File: config.mk
export PLATFORM = sky130hd
export DESIGN_NAME = monopix_readout_top
export DESIGN_NICKNAME = d
export VERILOG_FILES = /design/src/source/pixel_pkg.sv /design/src/source/monopix_readout_top.sv /design/src/source/word_serializer.sv /design/src/source/hit_fifo.sv /design/src/source/hit_stamper.sv /design/src/source/conf_shift_reg.sv
export VERILOG_INCLUDE_DIRS = /design/src /design/src/source
export SDC_FILE = /design/constraint.sdc
export NUM_CORES = 1
export LEC_CHECK = 0
export BUFFER_PORTS_ARGS = -buffer_cell sky130_fd_sc_hd__buf_2
export CORE_MARGIN = 1
export CORE_UTILIZATION = 30
export DETAILED_ROUTE_END_ITERATION = 6
export PLACE_DENSITY_LB_ADDON = 0.25
export SETUP_SLACK_MARGIN = 0.1
export SKIP_CTS_REPAIR_TIMING = 1
export SLEW_MARGIN = 20
export SYNTH_ARGS = -nofsm -noshare
export SYNTH_HDL_FRONTEND = slang
export SYNTH_SLANG_ARGS = --single-unit
export TNS_END_PERCENT = 20
File: constraint.sdc
create_clock -name ClkBx -period 5 [get_ports ClkBx]
set_input_delay 0.25 -clock ClkBx [delete_from_list [all_inputs] [get_ports ClkBx]]
set_output_delay 0.25 -clock ClkBx [all_outputs]
set_load 0.1 [all_outputs]
File: src/source/pixel_consts.svh
`ifndef PIXEL_CONSTS_SVH
`define PIXEL_CONSTS_SVH

// Column readout geometry

// Columns in the single readout flavor
`define NUM_COLS 16

// Column address width in a hit word
`define COL_BITS 4

// Bunch crossing timestamp width
`define BCID_BITS 6

// Hit path buffering

`define FIFO_DEPTH 8 // Words between stamper and serializer

// Configuration chain

// Enable, PulseSel and ColMask back to back
`define CONF_BITS 33

`endif
File: src/source/pixel_pkg.sv
`include "pixel_consts.svh"

package pixel_pkg;

    // Active configuration, Enable sits at the top of the chain
    typedef struct packed {
        logic                 Enable;   // Readout enable
        logic [`NUM_COLS-1:0] PulseSel; // 1 lets Pulse inject
        logic [`NUM_COLS-1:0] ColMask;  // 1 masks the column
    } conf_t;

    // Power-up values: everything masked, no injection, readout off
    localparam conf_t DefaultConf = '{
        Enable:   1'b0,
        PulseSel: '0,
        ColMask:  '1
    };

    // One hit as it travels to the serial output
    typedef struct packed {
        logic [`COL_BITS-1:0]  Col;  // Column address
        logic [`BCID_BITS-1:0] Bcid; // Gray-coded timestamp
    } hitWord_t;

    // Serializer FSM
    typedef enum logic {
        SerIdle  = 1'b0, // Waiting for Read and a word
        SerShift = 1'b1  // Driving bits MSB first
    } serState_t;

endpackage

File: src/source/monopix_readout_top.sv
`timescale 1ns/10ps
`include "pixel_consts.svh"

module monopix_readout_top (
    input  logic                 ClkBx,
    input  logic                 reset_ff,
    input  logic                 ConfIn,
    input  logic                 ConfShift,
    input  logic                 ConfLoad,
    input  logic                 ConfDefault,
    input  logic [`NUM_COLS-1:0] HitCol,
    input  logic                 Pulse,
    input  logic                 Read,
    output logic                 ConfOut,
    output logic                 HitOr,
    output logic                 DataOut,
    output logic                 DataValid,
    output logic                 Token
);

    pixel_pkg::conf_t    activeConf;
    pixel_pkg::hitWord_t stampWord; // Stamper to FIFO
    pixel_pkg::hitWord_t fifoWord;  // FIFO to serializer

    logic stampValid;
    logic stampReady;
    logic fifoValid;
    logic fifoReady;

    conf_shift_reg confReg (
        .ClkBx       (ClkBx),
        .reset_ff    (reset_ff),
        .ConfIn      (ConfIn),
        .ConfShift   (ConfShift),
        .ConfLoad    (ConfLoad),
        .ConfDefault (ConfDefault),
        .ConfOut     (ConfOut),
        .Conf        (activeConf)
    );

    hit_stamper stamper (
        .ClkBx    (ClkBx),
        .reset_ff (reset_ff),
        .HitCol   (HitCol),
        .Pulse    (Pulse),
        .Conf     (activeConf),
        .HitOr    (HitOr),
        .HitWord  (stampWord),
        .HitValid (stampValid),
        .HitReady (stampReady)
    );

    hit_fifo fifo (
        .ClkBx    (ClkBx),
        .reset_ff (reset_ff),
        .InWord   (stampWord),
        .InValid  (stampValid),
        .InReady  (stampReady),
        .OutWord  (fifoWord),
        .OutValid (fifoValid),
        .OutReady (fifoReady)
    );

    word_serializer serializer (
        .ClkBx     (ClkBx),
        .reset_ff  (reset_ff),
        .Read      (Read),
        .InWord    (fifoWord),
        .InValid   (fifoValid),
        .InReady   (fifoReady),
        .DataOut   (DataOut),
        .DataValid (DataValid),
        .Token     (Token)
    );

endmodule

File: src/source/word_serializer.sv
`timescale 1ns/10ps

module word_serializer (
    input  logic                ClkBx,
    input  logic                reset_ff,
    input  logic                Read,
    input  pixel_pkg::hitWord_t InWord,
    input  logic                InValid,
    output logic                InReady,
    output logic                DataOut,
    output logic                DataValid,
    output logic                Token
);

    localparam int WordBits = $bits(pixel_pkg::hitWord_t);
    localparam int CntBits  = $clog2(WordBits);
    localparam logic [CntBits-1:0] LastBit = CntBits'(WordBits - 1);

    pixel_pkg::serState_t state;

    logic [WordBits-1:0] shReg;  // MSB is the bit on the line
    logic [CntBits-1:0]  bitCnt; // Bits already driven of this word
    logic                lastBit;
    logic                take;

    assign lastBit = (state == pixel_pkg::SerShift) && (bitCnt == LastBit);

    // Next word is fetched on the last bit, so words run back to back
    assign InReady = Read && ((state == pixel_pkg::SerIdle) || lastBit);
    assign take    = InValid && InReady;

    always_ff @(posedge ClkBx) begin
        if (reset_ff) begin
            state  <= pixel_pkg::SerIdle;
            bitCnt <= '0;
        end else begin
            case (state)
                pixel_pkg::SerIdle: begin
                    if (take) begin
                        state  <= pixel_pkg::SerShift;
                        bitCnt <= '0;
                    end
                end
                pixel_pkg::SerShift: begin
                    if (lastBit) begin
                        bitCnt <= '0;
                        if (!take) begin
                            state <= pixel_pkg::SerIdle;
                        end
                    end else begin
                        bitCnt <= bitCnt + 1'b1;
                    end
                end
                default: state <= pixel_pkg::SerIdle;
            endcase
        end
    end

    always_ff @(posedge ClkBx) begin
        if (take) begin
            shReg <= InWord;
        end else if (state == pixel_pkg::SerShift) begin
            shReg <= {shReg[WordBits-2:0], 1'b0};
        end
    end

    assign DataValid = (state == pixel_pkg::SerShift);
    assign DataOut   = DataValid && shReg[WordBits-1];

    // Data waiting in the FIFO or still on the line
    assign Token = InValid || DataValid;

endmodule

File: src/source/hit_fifo.sv
`timescale 1ns/10ps
`include "pixel_consts.svh"

module hit_fifo (
    input  logic                ClkBx,
    input  logic                reset_ff,
    input  pixel_pkg::hitWord_t InWord,
    input  logic                InValid,
    output logic                InReady,
    output pixel_pkg::hitWord_t OutWord,
    output logic                OutValid,
    input  logic                OutReady
);

    localparam int PtrBits = $clog2(`FIFO_DEPTH);
    localparam int CntBits = $clog2(`FIFO_DEPTH + 1);
    localparam logic [PtrBits-1:0] LastPtr = PtrBits'(`FIFO_DEPTH - 1);
    localparam logic [CntBits-1:0] FullCnt = CntBits'(`FIFO_DEPTH);

    pixel_pkg::hitWord_t mem [`FIFO_DEPTH];

    logic [PtrBits-1:0] wrPtr;
    logic [PtrBits-1:0] rdPtr;
    logic [CntBits-1:0] count;
    logic               full;
    logic               wrEn;
    logic               rdEn;

    assign full     = (count == FullCnt);
    assign OutValid = (count != '0);
    assign OutWord  = mem[rdPtr]; // Fall-through, head is always on the output

    // Full FIFO still takes a word when one leaves in the same cycle
    assign InReady = !full || OutReady;
    assign wrEn    = InValid && InReady;
    assign rdEn    = OutValid && OutReady;

    always_ff @(posedge ClkBx) begin
        if (wrEn) begin
            mem[wrPtr] <= InWord;
        end
    end

    always_ff @(posedge ClkBx) begin
        if (reset_ff) begin
            wrPtr <= '0;
            rdPtr <= '0;
            count <= '0;
        end else begin
            if (wrEn) begin
                wrPtr <= (wrPtr == LastPtr) ? '0 : wrPtr + 1'b1;
            end
            if (rdEn) begin
                rdPtr <= (rdPtr == LastPtr) ? '0 : rdPtr + 1'b1;
            end
            case ({wrEn, rdEn})
                2'b10:   count <= count + 1'b1;
                2'b01:   count <= count - 1'b1;
                default: count <= count; // Both or neither
            endcase
        end
    end

endmodule

File: src/source/hit_stamper.sv
`timescale 1ns/10ps
`include "pixel_consts.svh"

module hit_stamper (
    input  logic                 ClkBx,
    input  logic                 reset_ff,
    input  logic [`NUM_COLS-1:0] HitCol,
    input  logic                 Pulse,
    input  pixel_pkg::conf_t     Conf,
    output logic                 HitOr,
    output pixel_pkg::hitWord_t  HitWord,
    output logic                 HitValid,
    input  logic                 HitReady
);

    logic [`BCID_BITS-1:0] bcidBin;
    logic [`BCID_BITS-1:0] bcidGray;
    logic [`NUM_COLS-1:0]  effHit;
    logic [`NUM_COLS-1:0]  newHit;
    logic [`NUM_COLS-1:0]  pending;
    logic [`NUM_COLS-1:0]  doneMask;
    logic [`BCID_BITS-1:0] stamp [`NUM_COLS];
    logic [`COL_BITS-1:0]  lowCol;
    logic [`COL_BITS-1:0]  selCol;
    logic [`COL_BITS-1:0]  holdCol;
    logic                  holdActive;
    logic                  xfer;

    // Bunch crossing counter, binary inside
    always_ff @(posedge ClkBx) begin
        if (reset_ff) begin
            bcidBin <= '0;
        end else begin
            bcidBin <= bcidBin + 1'b1;
        end
    end

    assign bcidGray = bcidBin ^ (bcidBin >> 1);

    // Injection first, then mask and global enable
    assign effHit = (HitCol | ({`NUM_COLS{Pulse}} & Conf.PulseSel))
                  & ~Conf.ColMask & {`NUM_COLS{Conf.Enable}};

    assign HitOr  = |effHit;
    assign newHit = effHit & ~pending; // Busy columns drop the hit

    // Lowest pending column wins
    always_comb begin
        lowCol = '0;
        for (int i = `NUM_COLS - 1; i >= 0; i--) begin
            if (pending[i]) begin
                lowCol = `COL_BITS'(i);
            end
        end
    end

    // A stalled offer keeps its column even if a lower one arrives
    assign selCol   = holdActive ? holdCol : lowCol;
    assign HitValid = |pending;
    assign xfer     = HitValid && HitReady;
    assign doneMask = xfer ? (`NUM_COLS'(1) << selCol) : '0;

    always_comb begin
        HitWord.Col  = selCol;
        HitWord.Bcid = stamp[selCol];
    end

    always_ff @(posedge ClkBx) begin
        if (reset_ff) begin
            pending    <= '0;
            holdActive <= 1'b0;
        end else begin
            pending    <= (pending & ~doneMask) | newHit;
            holdActive <= HitValid && !HitReady;
        end
    end

    always_ff @(posedge ClkBx) begin
        holdCol <= selCol;
    end

    // Timestamp is the counter value before the sampling edge
    always_ff @(posedge ClkBx) begin
        for (int i = 0; i < `NUM_COLS; i++) begin
            if (newHit[i]) begin
                stamp[i] <= bcidGray;
            end
        end
    end

endmodule

File: src/source/conf_shift_reg.sv
`timescale 1ns/10ps
`include "pixel_consts.svh"

module conf_shift_reg (
    input  logic              ClkBx,
    input  logic              reset_ff,
    input  logic              ConfIn,
    input  logic              ConfShift,
    input  logic              ConfLoad,
    input  logic              ConfDefault,
    output logic              ConfOut,
    output pixel_pkg::conf_t  Conf
);

    logic [`CONF_BITS-1:0] chain; // Serial chain, bit 0 is the input end
    logic                  useDefault;

    assign useDefault = reset_ff || ConfDefault;

    // Serial chain
    // New bit enters at the bottom, oldest bit leaves at the top
    always_ff @(posedge ClkBx) begin
        if (useDefault) begin
            chain <= pixel_pkg::DefaultConf;
        end else if (ConfShift) begin
            chain <= {chain[`CONF_BITS-2:0], ConfIn};
        end
    end

    // Shadow copy that drives the readout
    // Only changes on a load, so shifting never disturbs running config
    always_ff @(posedge ClkBx) begin
        if (useDefault) begin
            Conf <= pixel_pkg::DefaultConf;
        end else if (ConfLoad) begin
            Conf <= pixel_pkg::conf_t'(chain); // Takes chain before this edge's shift
        end
    end

    // Enable bit of the default is 0, so the output idles low
    assign ConfOut = chain[`CONF_BITS-1];

endmodule

==> results of run 1 <==
==> flip-flops by register name, indices dropped and copies added (netlist names), 4 cells and up, named ones only <==
| name | flops |
|---|---|
| serializer.shReg | 10 |
| serializer.bitCnt | 4 |
| stamper.stamp | 96 |
| fifo.mem | 80 |
| stamper.pending | 16 |
| confReg.chain | 33 |
| stamper.holdCol | 4 |
| fifo.count | 4 |
| confReg.Conf | 33 |
| stamper.bcidBin | 6 |
==> worst max-delay path: cells and delay by family, from the launching register on <==
| kind | cells | cell delay, ps |
|---|---|---|
| buf+inv | 1 | 350 |
| mux | 2 | 350 |
| simple gates | 2 | 1070 |
| compound gates | 3 | 1190 |
| flops | 1 | 350 |
==> per-stage QoR <==
stage | setup WS [ps] | total power (uW) | area, um2 | hold slack [ps] | util, %
floorplan | 1690 | 2700 | 12000 | 378 | -
global placement | 1460 | 2730 | 12700 | 454 | 32.5
detailed placement | 1340 | 2730 | 12700 | 459 | 32.5
CTS | 1330 | 4890 | 13600 | -100 | 34.9
global route | 935 | 4990 | 13600 | 153 | 35.0
finish | 1290 | 4830 | 13600 | 154 | 35.0
==> cells in the final DEF, fill, tap and decap left out, types with 6 or more instances in the layout <==
cell type / instances
sky130_fd_sc_hd__edfxtp_1: 186
sky130_fd_sc_hd__dfxtp_1: 111
sky130_fd_sc_hd__mux2i_1: 103
sky130_fd_sc_hd__nand2_1: 86
sky130_fd_sc_hd__nor2_1: 83
sky130_fd_sc_hd__a21oi_1: 46
sky130_fd_sc_hd__clkbuf_16: 31
sky130_fd_sc_hd__buf_2: 28
sky130_fd_sc_hd__mux4_2: 21
sky130_fd_sc_hd__nor3b_1: 18
sky130_fd_sc_hd__o21ai_0: 17
sky130_fd_sc_hd__nor2b_1: 15
sky130_fd_sc_hd__a311oi_1: 15
sky130_fd_sc_hd__nor3_1: 14
sky130_fd_sc_hd__ha_1: 13
sky130_fd_sc_hd__buf_4: 12
sky130_fd_sc_hd__inv_1: 11
sky130_fd_sc_hd__and3_1: 11
sky130_fd_sc_hd__clkinv_2: 10
sky130_fd_sc_hd__nor4_1: 8
sky130_fd_sc_hd__nand3_1: 8
sky130_fd_sc_hd__o22ai_1: 6
sky130_fd_sc_hd__a211o_1: 6
sky130_fd_sc_hd__clkinv_1: 6
==> final timing paths <==
path	start	to	slack [ps]	cells past startpoint
worst max-delay path	stamper.pending[12]	fifo.mem[0][3]	1290	8
worst max register to register	stamper.pending[12]	fifo.mem[0][3]	1290	8
worst min-delay path	ConfDefault	confReg.chain[2]	150	4
worst min register to register	stamper.bcidBin[0]	stamper.bcidBin[0]	470	1
==> where the power goes <==
| part | internal (uW) | total, uW | switching, uW |
|---|---|---|---|
| clock network | 1220 | 2150 | 938 |
| logic | 27.6 | 81.8 | 54.2 |
| registers | 2590 | 2600 | 2.66 |
==> kinds of logic after synthesis <==
logic type      after synthesis  synth area share, %
compound gates              121                 6.70
xor+xnor                      8                0.586
fa+ha+maj                    14                 1.53
buf+inv                      63                 2.35
flops                       297                 65.3
mux                         127                 12.9
simple gates                271                 10.7
==> per-layer routing <==
metal / track usage [%] / up-vias
li1: - / 3417
met1: 18.5 / 3494
met2: 21.0 / 114
met3: 2.01 / 44
met4: 3.84 / 0
met5: 0 / -
==> final cells by class <==
type | count | area (um2)
multi-input combinational | 541 | 3920
clock buffer | 38 | 822
clock inverter | 19 | 126
fill | 3768 | 25400
sequential | 297 | 7810
timing repair buffer | 41 | 240
tap | 518 | 648
inverter | 16 | 73.8
==> PnR_summary.wiki, run 1 <==
{| class="wikitable"
! Metric !! Value
|-
| Run status || finished, final reports clean
|-
| Diode insertion count for antenna repair || 0
|-
| Vias in the first global route || 7045
|-
| Post-Place Cells || 1412
|-
| Final standard cell count with taps included and fillers excluded || 1470
|-
| DRC violation total after the first TritonRoute iteration || 501
|-
| Required time of the worst setup path || 5230 ps
|-
| Post-synth EDFFs || 186
|-
| Largest net degree at the start of global routing || 45
|-
| Cell with the largest stage delay on the worst path || sky130_fd_sc_hd__a311oi_1
|-
| Wire length after detailed routing || 26.6 mm
|-
| Remaining number of nets flagged by the antenna check after routing || 0
|-
| Highest signal layer in the routed design || met4
|-
| Max Clock Freq || 0.269 GHz
|-
| Top fanout value on the critical path || 44
|-
| Most instantiated flip-flop cell in the synthesis netlist || sky130_fd_sc_hd__edfxtp_1
|-
| Maxcap violations || 0
|-
| Die area || 0.0407 mm2
|-
| Met2 wire len || 12.3 mm
|-
| Post-synthesis area per instance || 13.3 um2
|-
| H-tree levels || 1
|-
| Post-Syn Nets || 939
|-
| RePlAce Congestion || 0.832
|-
| Worst vdd ir || 288 uV
|-
| Die height || 202 um
|-
| CTS clock-pin slew for the worst setup and hold paths || 60 ps
|-
| Post-synthesis cell count || 901
|-
| First-pass GRT wire length || 42.0 mm
|-
| Total met3 wirelength after detailed routing || 929 um
|-
| Synthesis-stage register bit count || 297
|-
| Setup-violating endpoint count in the final report || 0
|-
| Top post-synthesis cells by count || 186 x sky130_fd_sc_hd__edfxtp_1, 111 x sky130_fd_sc_hd__dfxtp_1, 103 x sky130_fd_sc_hd__mux2i_1
|-
| Row cnt || 72
|-
| Power density of the placed cells || 354 mW/mm2
|-
| Unrepaired setup endpoints after global routing || no
|-
| Net count of the finished layout || 966
|-
| Count of clock tree sinks || 297
|-
| Post-route DRC violation count || 0
|-
| Clock root buffer || sky130_fd_sc_hd__clkbuf_16
|-
| Crit path top cell by count || sky130_fd_sc_hd__mux2i_1
|-
| Type of origin of the critical path || flop
|-
| I/O pin cnt || 29
|-
| Synth top area share || 46.7%
|-
| Dominant cell type by area after synthesis || sky130_fd_sc_hd__edfxtp_1
|-
| Sequential element share of the synthesized area || 65.3%
|-
| Layout cell share with drive strength beyond 1 || 13.1%
|-
| Final clock period utilization by the worst path || 74.3%
|-
| Cts bufs inserted || 31
|-
| Post-detailed-route wirelength per cell || 18.1 um
|-
| Worst-Margin Slew || 1120 ps
|-
| Async set-reset flop share out of synthesis || 0%
|-
| Area Growth Syn to Fin || 14.1%
|-
| Capturing element type of the critical path || flop
|-
| Leakage component of the power || 0.00477 uW
|-
| Worst min-delay path class || input port to flop
|-
| Number of library cell types mapped by synthesis || 61
|-
| Initial cell density of the core || 30.7%
|-
| Clock tree from TritonCTS || yes
|-
| Overall fraction of global-route tracks in use || 13.2%
|-
| Width of the chip || 202 um
|-
| Met1 wire length || 12.6 mm
|-
| Minimum clock period after layout || 3710 ps
|-
| Final sum of negative setup slack || 0 ps
|-
| Number of antenna violations at the first check in global routing || 0
|-
| Placed wire-length estimate after detailed placement || 17.2 mm
|-
| Worst clock skew on the final layout || 22.7 ps
|-
| Area of the mapped netlist || 0.0120 mm2
|-
| Classification of the worst setup path || flop to flop
|-
| Buffers from clock root to sink, at most || 3
|-
| Total count of hold-check failures in the final report || 0
|-
| Post-detailed-route via-to-cell ratio || 4.81
|-
| Total global routing overflow || 0
|-
| Warning count from the yosys run || 0
|-
| Final slew viol count || 0
|-
| Port Buf Inserts || 28
|-
| Cell Chain, Critical Path || nor4_1 -> o2111a_1 -> or2_1 -> clkinv_8 -> mux2i_1 -> mux2i_1 -> o22ai_1 -> a311oi_1
|-
| Dominant cell by count in the synthesized netlist || sky130_fd_sc_hd__edfxtp_1
|-
| Top cells by area, synth || sky130_fd_sc_hd__edfxtp_1 47%, sky130_fd_sc_hd__dfxtp_1 19%, sky130_fd_sc_hd__mux2i_1 8.6%
|-
| First-pass detailed-route iteration total || 4
|-
| Delay of the slowest cell on the worst path || 810 ps
|-
| Number of vias in the routed layout || 7069
|-
| Clock latency of the later-clocked register in the worst-skew pair || 570 ps
|-
| Signal arrival time at the worst endpoint || 3940 ps
|-
| Placeable core region || 0.0390 mm2
|-
| Relative max-transition margin || 25.4%
|}
Power figures use the tool's default switching activity.
==> inputs of run 2 (changes only) <==
ABC_AREA = 1   (was unset)
clock period = 3 ns   (was 5 ns; I/O delays follow)
==> run 2 against run 1 <==
Non-clock buffer count increased by 22. Global-route usage increased by 1.1 points. Wire length increased by 10%. Design area increased by 2.9%. Clock power increased by 81%. Cell count increased by 23%. Clock-buffer cell count increased by 6. Die area increased by 1.8%. Sequential power increased by 81%. Largest power group unchanged.
==> PnR_summary.wiki, run 2 <==
{| class="wikitable"
! Metric !! Value
|-
| Run status || finished, final reports clean
|-
| Part of the total power dissipated in the clock network || 38.3%
|-
| Diode insertion count for antenna repair || 0
|-
| Max FFs per register || 96
|-
| Proportion of total power due to net switching || 27.9%
|-
| Number of library cell types mapped by synthesis || 40
|-
| Post-detailed-route wirelength per cell || 16.3 um
|-
| Die height || 203 um
|-
| Largest registers || stamper.stamp x96, fifo.mem x80
|-
| Async set-reset flop share out of synthesis || 0%
|-
| Post-route DRC violation count || 0
|-
| Cts bufs inserted || 34
|-
| Leakage component of the power || 0.00530 uW
|-
| Final slew viol count || 0
|-
| Post-detailed-route via-to-cell ratio || 4.77
|-
| Final clock period utilization by the worst path || 88.3%
|-
| Vias in the first global route || 8208
|-
| First-pass GRT wire length || 46.5 mm
|-
| Synthesis-stage register bit count || 297
|-
| Layout cell share with drive strength beyond 1 || 9.47%
|-
| Top fanout value on the critical path || 17
|-
| Biggest register || stamper.stamp
|-
| Post-synthesis area per instance || 9.98 um2
|-
| Area of the mapped netlist || 0.0122 mm2
|-
| Total global routing overflow || 0
|-
| Power spent charging and discharging nets || 2840 uW
|-
| Minimum clock period after layout || 2650 ps
|-
| Post-Syn Nets || 1258
|-
| Placeable core region || 0.0399 mm2
|-
| Dominant cell type by area after synthesis || sky130_fd_sc_hd__edfxtp_1
|-
| Clock root buffer || sky130_fd_sc_hd__clkbuf_16
|-
| Largest net degree at the start of global routing || 49
|-
| Buffers from clock root to sink, at most || 3
|-
| Die area || 0.0414 mm2
|-
| Row cnt || 73
|-
| Overall fraction of global-route tracks in use || 14.3%
|-
| Clock tree from TritonCTS || yes
|-
| Warning count from the yosys run || 0
|-
| Initial cell density of the core || 30.5%
|-
| H-tree levels || 2
|-
| First-pass detailed-route iteration total || 5
|-
| CTS clock-pin slew for the worst setup and hold paths || 60 ps
|-
| Worst-Margin Slew || 1040 ps
|-
| Port Buf Inserts || 28
|-
| Classification of the worst setup path || flop to primary output
|-
| Post-synth EDFFs || 186
|-
| Power density of the placed cells || 725 mW/mm2
|-
| Setup-violating endpoint count in the final report || 0
|-
| Worst clock skew on the final layout || 20.7 ps
|-
| I/O pin cnt || 29
|-
| Worst min-delay path class || input port to flop
|-
| Part of the total power dissipated in sequential elements || 46.3%
|-
| Top post-synthesis cells by count || 321 x sky130_fd_sc_hd__nand2_1, 186 x sky130_fd_sc_hd__edfxtp_1, 117 x sky130_fd_sc_hd__nand3_1
|-
| Signal arrival time at the worst endpoint || 2500 ps
|-
| Remaining number of nets flagged by the antenna check after routing || 0
|-
| RePlAce Congestion || 0.775
|-
| Max Clock Freq || 0.378 GHz
|-
| Post-synthesis cell count || 1220
|-
| Sequential element share of the synthesized area || 64.1%
|-
| Highest-count cells in the layout ignoring fill and taps || 321 x sky130_fd_sc_hd__nand2_1, 186 x sky130_fd_sc_hd__edfxtp_1, 117 x sky130_fd_sc_hd__nand3_1
|-
| Wire length after detailed routing || 29.3 mm
|-
| Number of vias in the routed layout || 8594
|-
| Relative max-transition margin || 30.9%
|-
| Unrepaired setup endpoints after global routing || yes
|-
| Most instantiated flip-flop cell in the synthesis netlist || sky130_fd_sc_hd__edfxtp_1
|-
| DRC violation total after the first TritonRoute iteration || 564
|-
| Final sum of negative setup slack || 0 ps
|-
| Most common library cell in the layout ignoring fill and taps || sky130_fd_sc_hd__nand2_1
|-
| Dominant cell by count in the synthesized netlist || sky130_fd_sc_hd__nand2_1
|-
| Synth top area share || 45.9%
|-
| Type of origin of the critical path || flop
|-
| Required time of the worst setup path || 2850 ps
|-
| Combinational power share || 15.4%
|-
| Total count of hold-check failures in the final report || 0
|-
| Number of antenna violations at the first check in global routing || 0
|-
| Width of the chip || 203 um
|-
| Top cells by area, synth || sky130_fd_sc_hd__edfxtp_1 46%, sky130_fd_sc_hd__dfxtp_1 18%, sky130_fd_sc_hd__nand2_1 9.9%
|-
| Area Growth Syn to Fin || 15.3%
|-
| Internal Power || 7330 uW
|-
| Clock latency of the later-clocked register in the worst-skew pair || 520 ps
|-
| Count of clock tree sinks || 297
|-
| Capturing element type of the critical path || primary output
|-
| Net count of the finished layout || 1292
|-
| Fin worst setup slack || 351 ps
|-
| Placed wire-length estimate after detailed placement || 18.5 mm
|-
| Worst vdd ir || 498 uV
|-
| Worst Setup Slack post-DPL || 423 ps
|-
| Maxcap violations || 0
|}
[run 2: cell types whose count changed in the layout (fill, tap and decap cells not counted), moves of 18 or more]
cell,delta
sky130_fd_sc_hd__inv_1,+68
sky130_fd_sc_hd__nor3b_1,-18
sky130_fd_sc_hd__mux2i_1,-94
sky130_fd_sc_hd__nand3_1,+109
sky130_fd_sc_hd__buf_4,+20
sky130_fd_sc_hd__mux4_2,-21
sky130_fd_sc_hd__a21oi_1,+28
sky130_fd_sc_hd__nand2_1,+235
[run 2: per-stage QoR]
step	cell area [um2]	hold WS, ps	total power, uW	cells	util [%]
finish	14000	32.5	10200	1803	35.2
detailed placement	13000	411	6390	1742	32.5
CTS	14000	-121	10300	1802	35.1
global route	14000	81.6	10700	1803	35.2
floorplan	12200	276	5920	1220	-
global placement	13000	406	6380	1742	32.5
[run 2: power by group through the flow]
| stage | sequential [uW] | clock, uW | combinational [uW] |
|---|---|---|---|
| detailed placement | 4800 | 0 | 1580 |
| global placement | 4800 | 0 | 1580 |
| finish | 4710 | 3900 | 1560 |
| global route | 4740 | 4170 | 1760 |
| CTS | 4720 | 4000 | 1590 |
| floorplan | 4780 | 0 | 1140 |
[run 2: final timing paths]
path                                           from                  to  slack (ps)  depth (start not counted)
worst max-delay path               confReg.Conf[32]               HitOr         350                          5
worst min-delay path                           Read  stamper.holdActive          30                          4
worst min register to register      confReg.Conf[0]     confReg.Conf[0]         460                          2
worst max register to register  stamper.pending[13]      fifo.mem[1][3]         410                         23
[run 2: layout make-up]
type,instances,area [um2]
clock buffer,44,940
clock inverter,16,108
fill,4034,25900
inverter,84,315
multi-input combinational,774,3780
sequential,297,7810
tap,525,657
timing repair buffer,63,430
[run 2: cells by family (layout without fill, tap and decap cells)]
kind of cell / Yosys count / in the layout / share of synthesized area (%)
simple gates: 583 / 583 / 20.2
flops: 297 / 297 / 64.1
compound gates: 159 / 159 / 7.83
buf+inv: 149 / 207 / 4.97
fa+ha+maj: 14 / 14 / 1.50
xor+xnor: 9 / 9 / 0.647
mux: 9 / 9 / 0.740
[run 2: layer usage]
metal | GRT usage, % | vias up | wire, um
li1 | - | 4255 | -
met1 | 19.4 | 4129 | 13800
met2 | 22.9 | 155 | 13600
met3 | 2.29 | 55 | 1150
met4 | 5.50 | 0 | 820
met5 | 0 | - | 0
[run 2: worst max-delay path: stages, from the launching register on]
cell and delay (ps):
sky130_fd_sc_hd__dfxtp_1 310, sky130_fd_sc_hd__clkinv_1 360, sky130_fd_sc_hd__nor3_1 600, sky130_fd_sc_hd__nor4_1 120, sky130_fd_sc_hd__nand4_1 140, sky130_fd_sc_hd__buf_2 450
==> inputs of run 3 (changes only) <==
CORE_ASPECT_RATIO = 0.75   (was unset)
==> run 3 against run 2 <==
Wire length up 2.5%. Sequential power is essentially flat. First-iteration DRC count grew 3.2%. Design area down 0.36%.
==> PnR_summary.wiki, run 3 (synthesis results as in run 2) <==
{| class="wikitable"
! Metric !! Value
|-
| Run status || finished, final reports clean
|-
| Delay of the slowest cell on the worst path || 520 ps
|-
| Critical hold path startpoint || HitCol[6]
|-
| Final sum of negative setup slack || 0 ps
|-
| GRT busiest layer || met1
|-
| RePlAce Congestion || 0.832
|-
| Worst clock skew on the final layout || 14.8 ps
|-
| Port Buf Inserts || 28
|-
| Unrepaired setup endpoints after global routing || yes
|-
| R2R setup slack || 500 ps
|-
| Cell Chain, Critical Path || clkinv_1 -> nor3_1 -> nor4_1 -> nand4_1 -> buf_2
|-
| Wire length after detailed routing || 30.1 mm
|-
| Depth of the worst hold-timing path || 5
|-
| Post-route DRC violation count || 0
|-
| Total count of hold-check failures in the final report || 0
|-
| DRC violation total after the first TritonRoute iteration || 582
|-
| Overall Power || 10000 uW
|-
| Number of antenna violations at the first check in global routing || 0
|-
| Area Growth Syn to Fin || 14.8%
|-
| Buffers from clock root to sink, at most || 3
|-
| Worst vdd ir || 539 uV
|-
| Count of buffering cells on the critical path with inverters included || 2
|-
| R2R depth || 16
|-
| Die height || 176 um
|-
| Post-detailed-route via-to-cell ratio || 4.78
|-
| Hold slack final || 83.7 ps
|-
| Crit. Startpoint || confReg.Conf[32]
|-
| Required time of the worst setup path || 2850 ps
|-
| Top fanout value on the critical path || 17
|-
| Biggest register || stamper.stamp
|-
| Total global routing overflow || 0
|-
| Overall fraction of global-route tracks in use || 14.7%
|-
| Cts bufs inserted || 31
|-
| Setup-violating endpoint count in the final report || 0
|-
| Met1 global-route usage || 22.1%
|-
| Largest registers || stamper.stamp x96, fifo.mem x80
|-
| Net count of the finished layout || 1293
|-
| CTS clock-pin slew for the worst setup and hold paths || 70 ps
|-
| Vias in the first global route || 8268
|-
| Cell with the largest stage delay on the worst path || sky130_fd_sc_hd__nor3_1
|-
| Worst min-delay path class || input port to flop
|-
| Capturing element type of the critical path || primary output
|-
| Final clock period utilization by the worst path || 91.4%
|-
| Diode insertion count for antenna repair || 0
|-
| Worst flop-to-flop path startpoint || stamper.pending[14]
|-
| Number of vias in the routed layout || 8603
|-
| Power density of the placed cells || 718 mW/mm2
|-
| CP top delay family || simple AND/OR/NAND/NOR gates
|-
| Layout cell share with drive strength beyond 1 || 9.06%
|-
| Layout Utilization || 35.2%
|-
| Clock tree from TritonCTS || yes
|-
| Placed wire-length estimate after detailed placement || 19.3 mm
|-
| Max FFs per register || 96
|-
| Global-route track usage on met3 || 2.81%
|-
| Worst-Margin Slew || 1040 ps
|-
| Post-detailed-route wirelength per cell || 16.7 um
|-
| Count of clock tree sinks || 297
|-
| Final slew viol count || 0
|-
| Signal arrival time at the worst endpoint || 2590 ps
|-
| Critical R2R Capture || fifo.count[3]
|-
| Filler instances || 3949
|-
| I/O pin cnt || 29
|-
| End point of the worst hold path || stamper.pending[6]
|-
| Minimum clock period after layout || 2740 ps
|-
| Clock latency of the later-clocked register in the worst-skew pair || 570 ps
|-
| Clock root buffer || sky130_fd_sc_hd__clkbuf_16
|-
| Met2 GRT Util || 21.6%
|-
| Die area || 0.0414 mm2
|-
| Most common library cell in the layout ignoring fill and taps || sky130_fd_sc_hd__nand2_1
|-
| Row cnt || 63
|-
| Type of origin of the critical path || flop
|-
| Largest net degree at the start of global routing || 49
|-
| Classification of the worst setup path || flop to primary output
|-
| Initial cell density of the core || 30.7%
|-
| H-tree levels || 1
|-
| First-pass GRT wire length || 48.0 mm
|-
| First-pass detailed-route iteration total || 5
|-
| Width of the chip || 235 um
|-
| Placeable core region || 0.0397 mm2
|-
| Maxcap violations || 0
|-
| Highest-count cells in the layout ignoring fill and taps || 321 x sky130_fd_sc_hd__nand2_1, 186 x sky130_fd_sc_hd__edfxtp_1, 117 x sky130_fd_sc_hd__nand3_1
|-
| Relative max-transition margin || 30.6%
|-
| Remaining number of nets flagged by the antenna check after routing || 0
|-
| Leakage component of the power || 0.00526 uW
|-
| Max Clock Freq || 0.365 GHz
|}
-- run 3: area by class of cell --
type,count,area [um2],area share (%)
clock buffer,36,795,5.68
clock inverter,22,183,1.31
inverter,84,315,2.25
multi-input combinational,774,3770,27.0
sequential,297,7810,55.8
tap,520,651,4.65
timing repair buffer,67,463,3.31
-- run 3: how the worst max path moves through the flow --
stage	to	slack, ps	cells after the start
6_report	HitOr	260	5
5_1_grt	fifo.mem[3][1]	90	23
4_1_cts	HitOr	230	5
3_5_place_dp	fifo.count[3]	450	16
3_3_place_gp	fifo.mem[1][3]	490	23
2_1_floorplan	fifo.count[3]	140	12
-- run 3: through the flow --
step | std cells | instance area (um2) | setup slack, ps
final | 1800 | 14000 | 259
after global routing | 1800 | 14000 | 94.1
after CTS | 1798 | 14000 | 227
after detailed placement | 1740 | 13000 | 447
after global placement | 1740 | 13000 | 486
after floorplan | 1220 | 12200 | 142
-- run 3: where the power goes --
part / switching, uW / internal, uW / leakage, uW
clock: 1580 / 2140 / 0.000468
combinational: 1100 / 478 / 0.00219
sequential: 155 / 4580 / 0.00261
total: 2840 / 7200 / 0.00526
-- run 3: layer usage --
layer | up-vias | share of wire (%)
met4 | 0 | 1.9
met3 | 44 | 5.2
li1 | 4263 | -
met5 | - | 0
met2 | 195 | 42
met1 | 4101 | 51
-- run 3: worst register-to-register path, stage by stage, from the launching register on --
cell	delay, ps
sky130_fd_sc_hd__dfxtp_1	320
sky130_fd_sc_hd__inv_1	70
sky130_fd_sc_hd__nand2_1	70
sky130_fd_sc_hd__nor3_1	240
sky130_fd_sc_hd__buf_4	170
sky130_fd_sc_hd__nand2_1	80
sky130_fd_sc_hd__nor3_2	150
sky130_fd_sc_hd__inv_1	60
sky130_fd_sc_hd__nand2_1	80
sky130_fd_sc_hd__ha_1	230
sky130_fd_sc_hd__ha_1	290
sky130_fd_sc_hd__nand2_1	80
sky130_fd_sc_hd__nor2_1	40
sky130_fd_sc_hd__a211oi_1	210
sky130_fd_sc_hd__xor2_1	170
sky130_fd_sc_hd__nand2_1	60
sky130_fd_sc_hd__a21oi_1	110
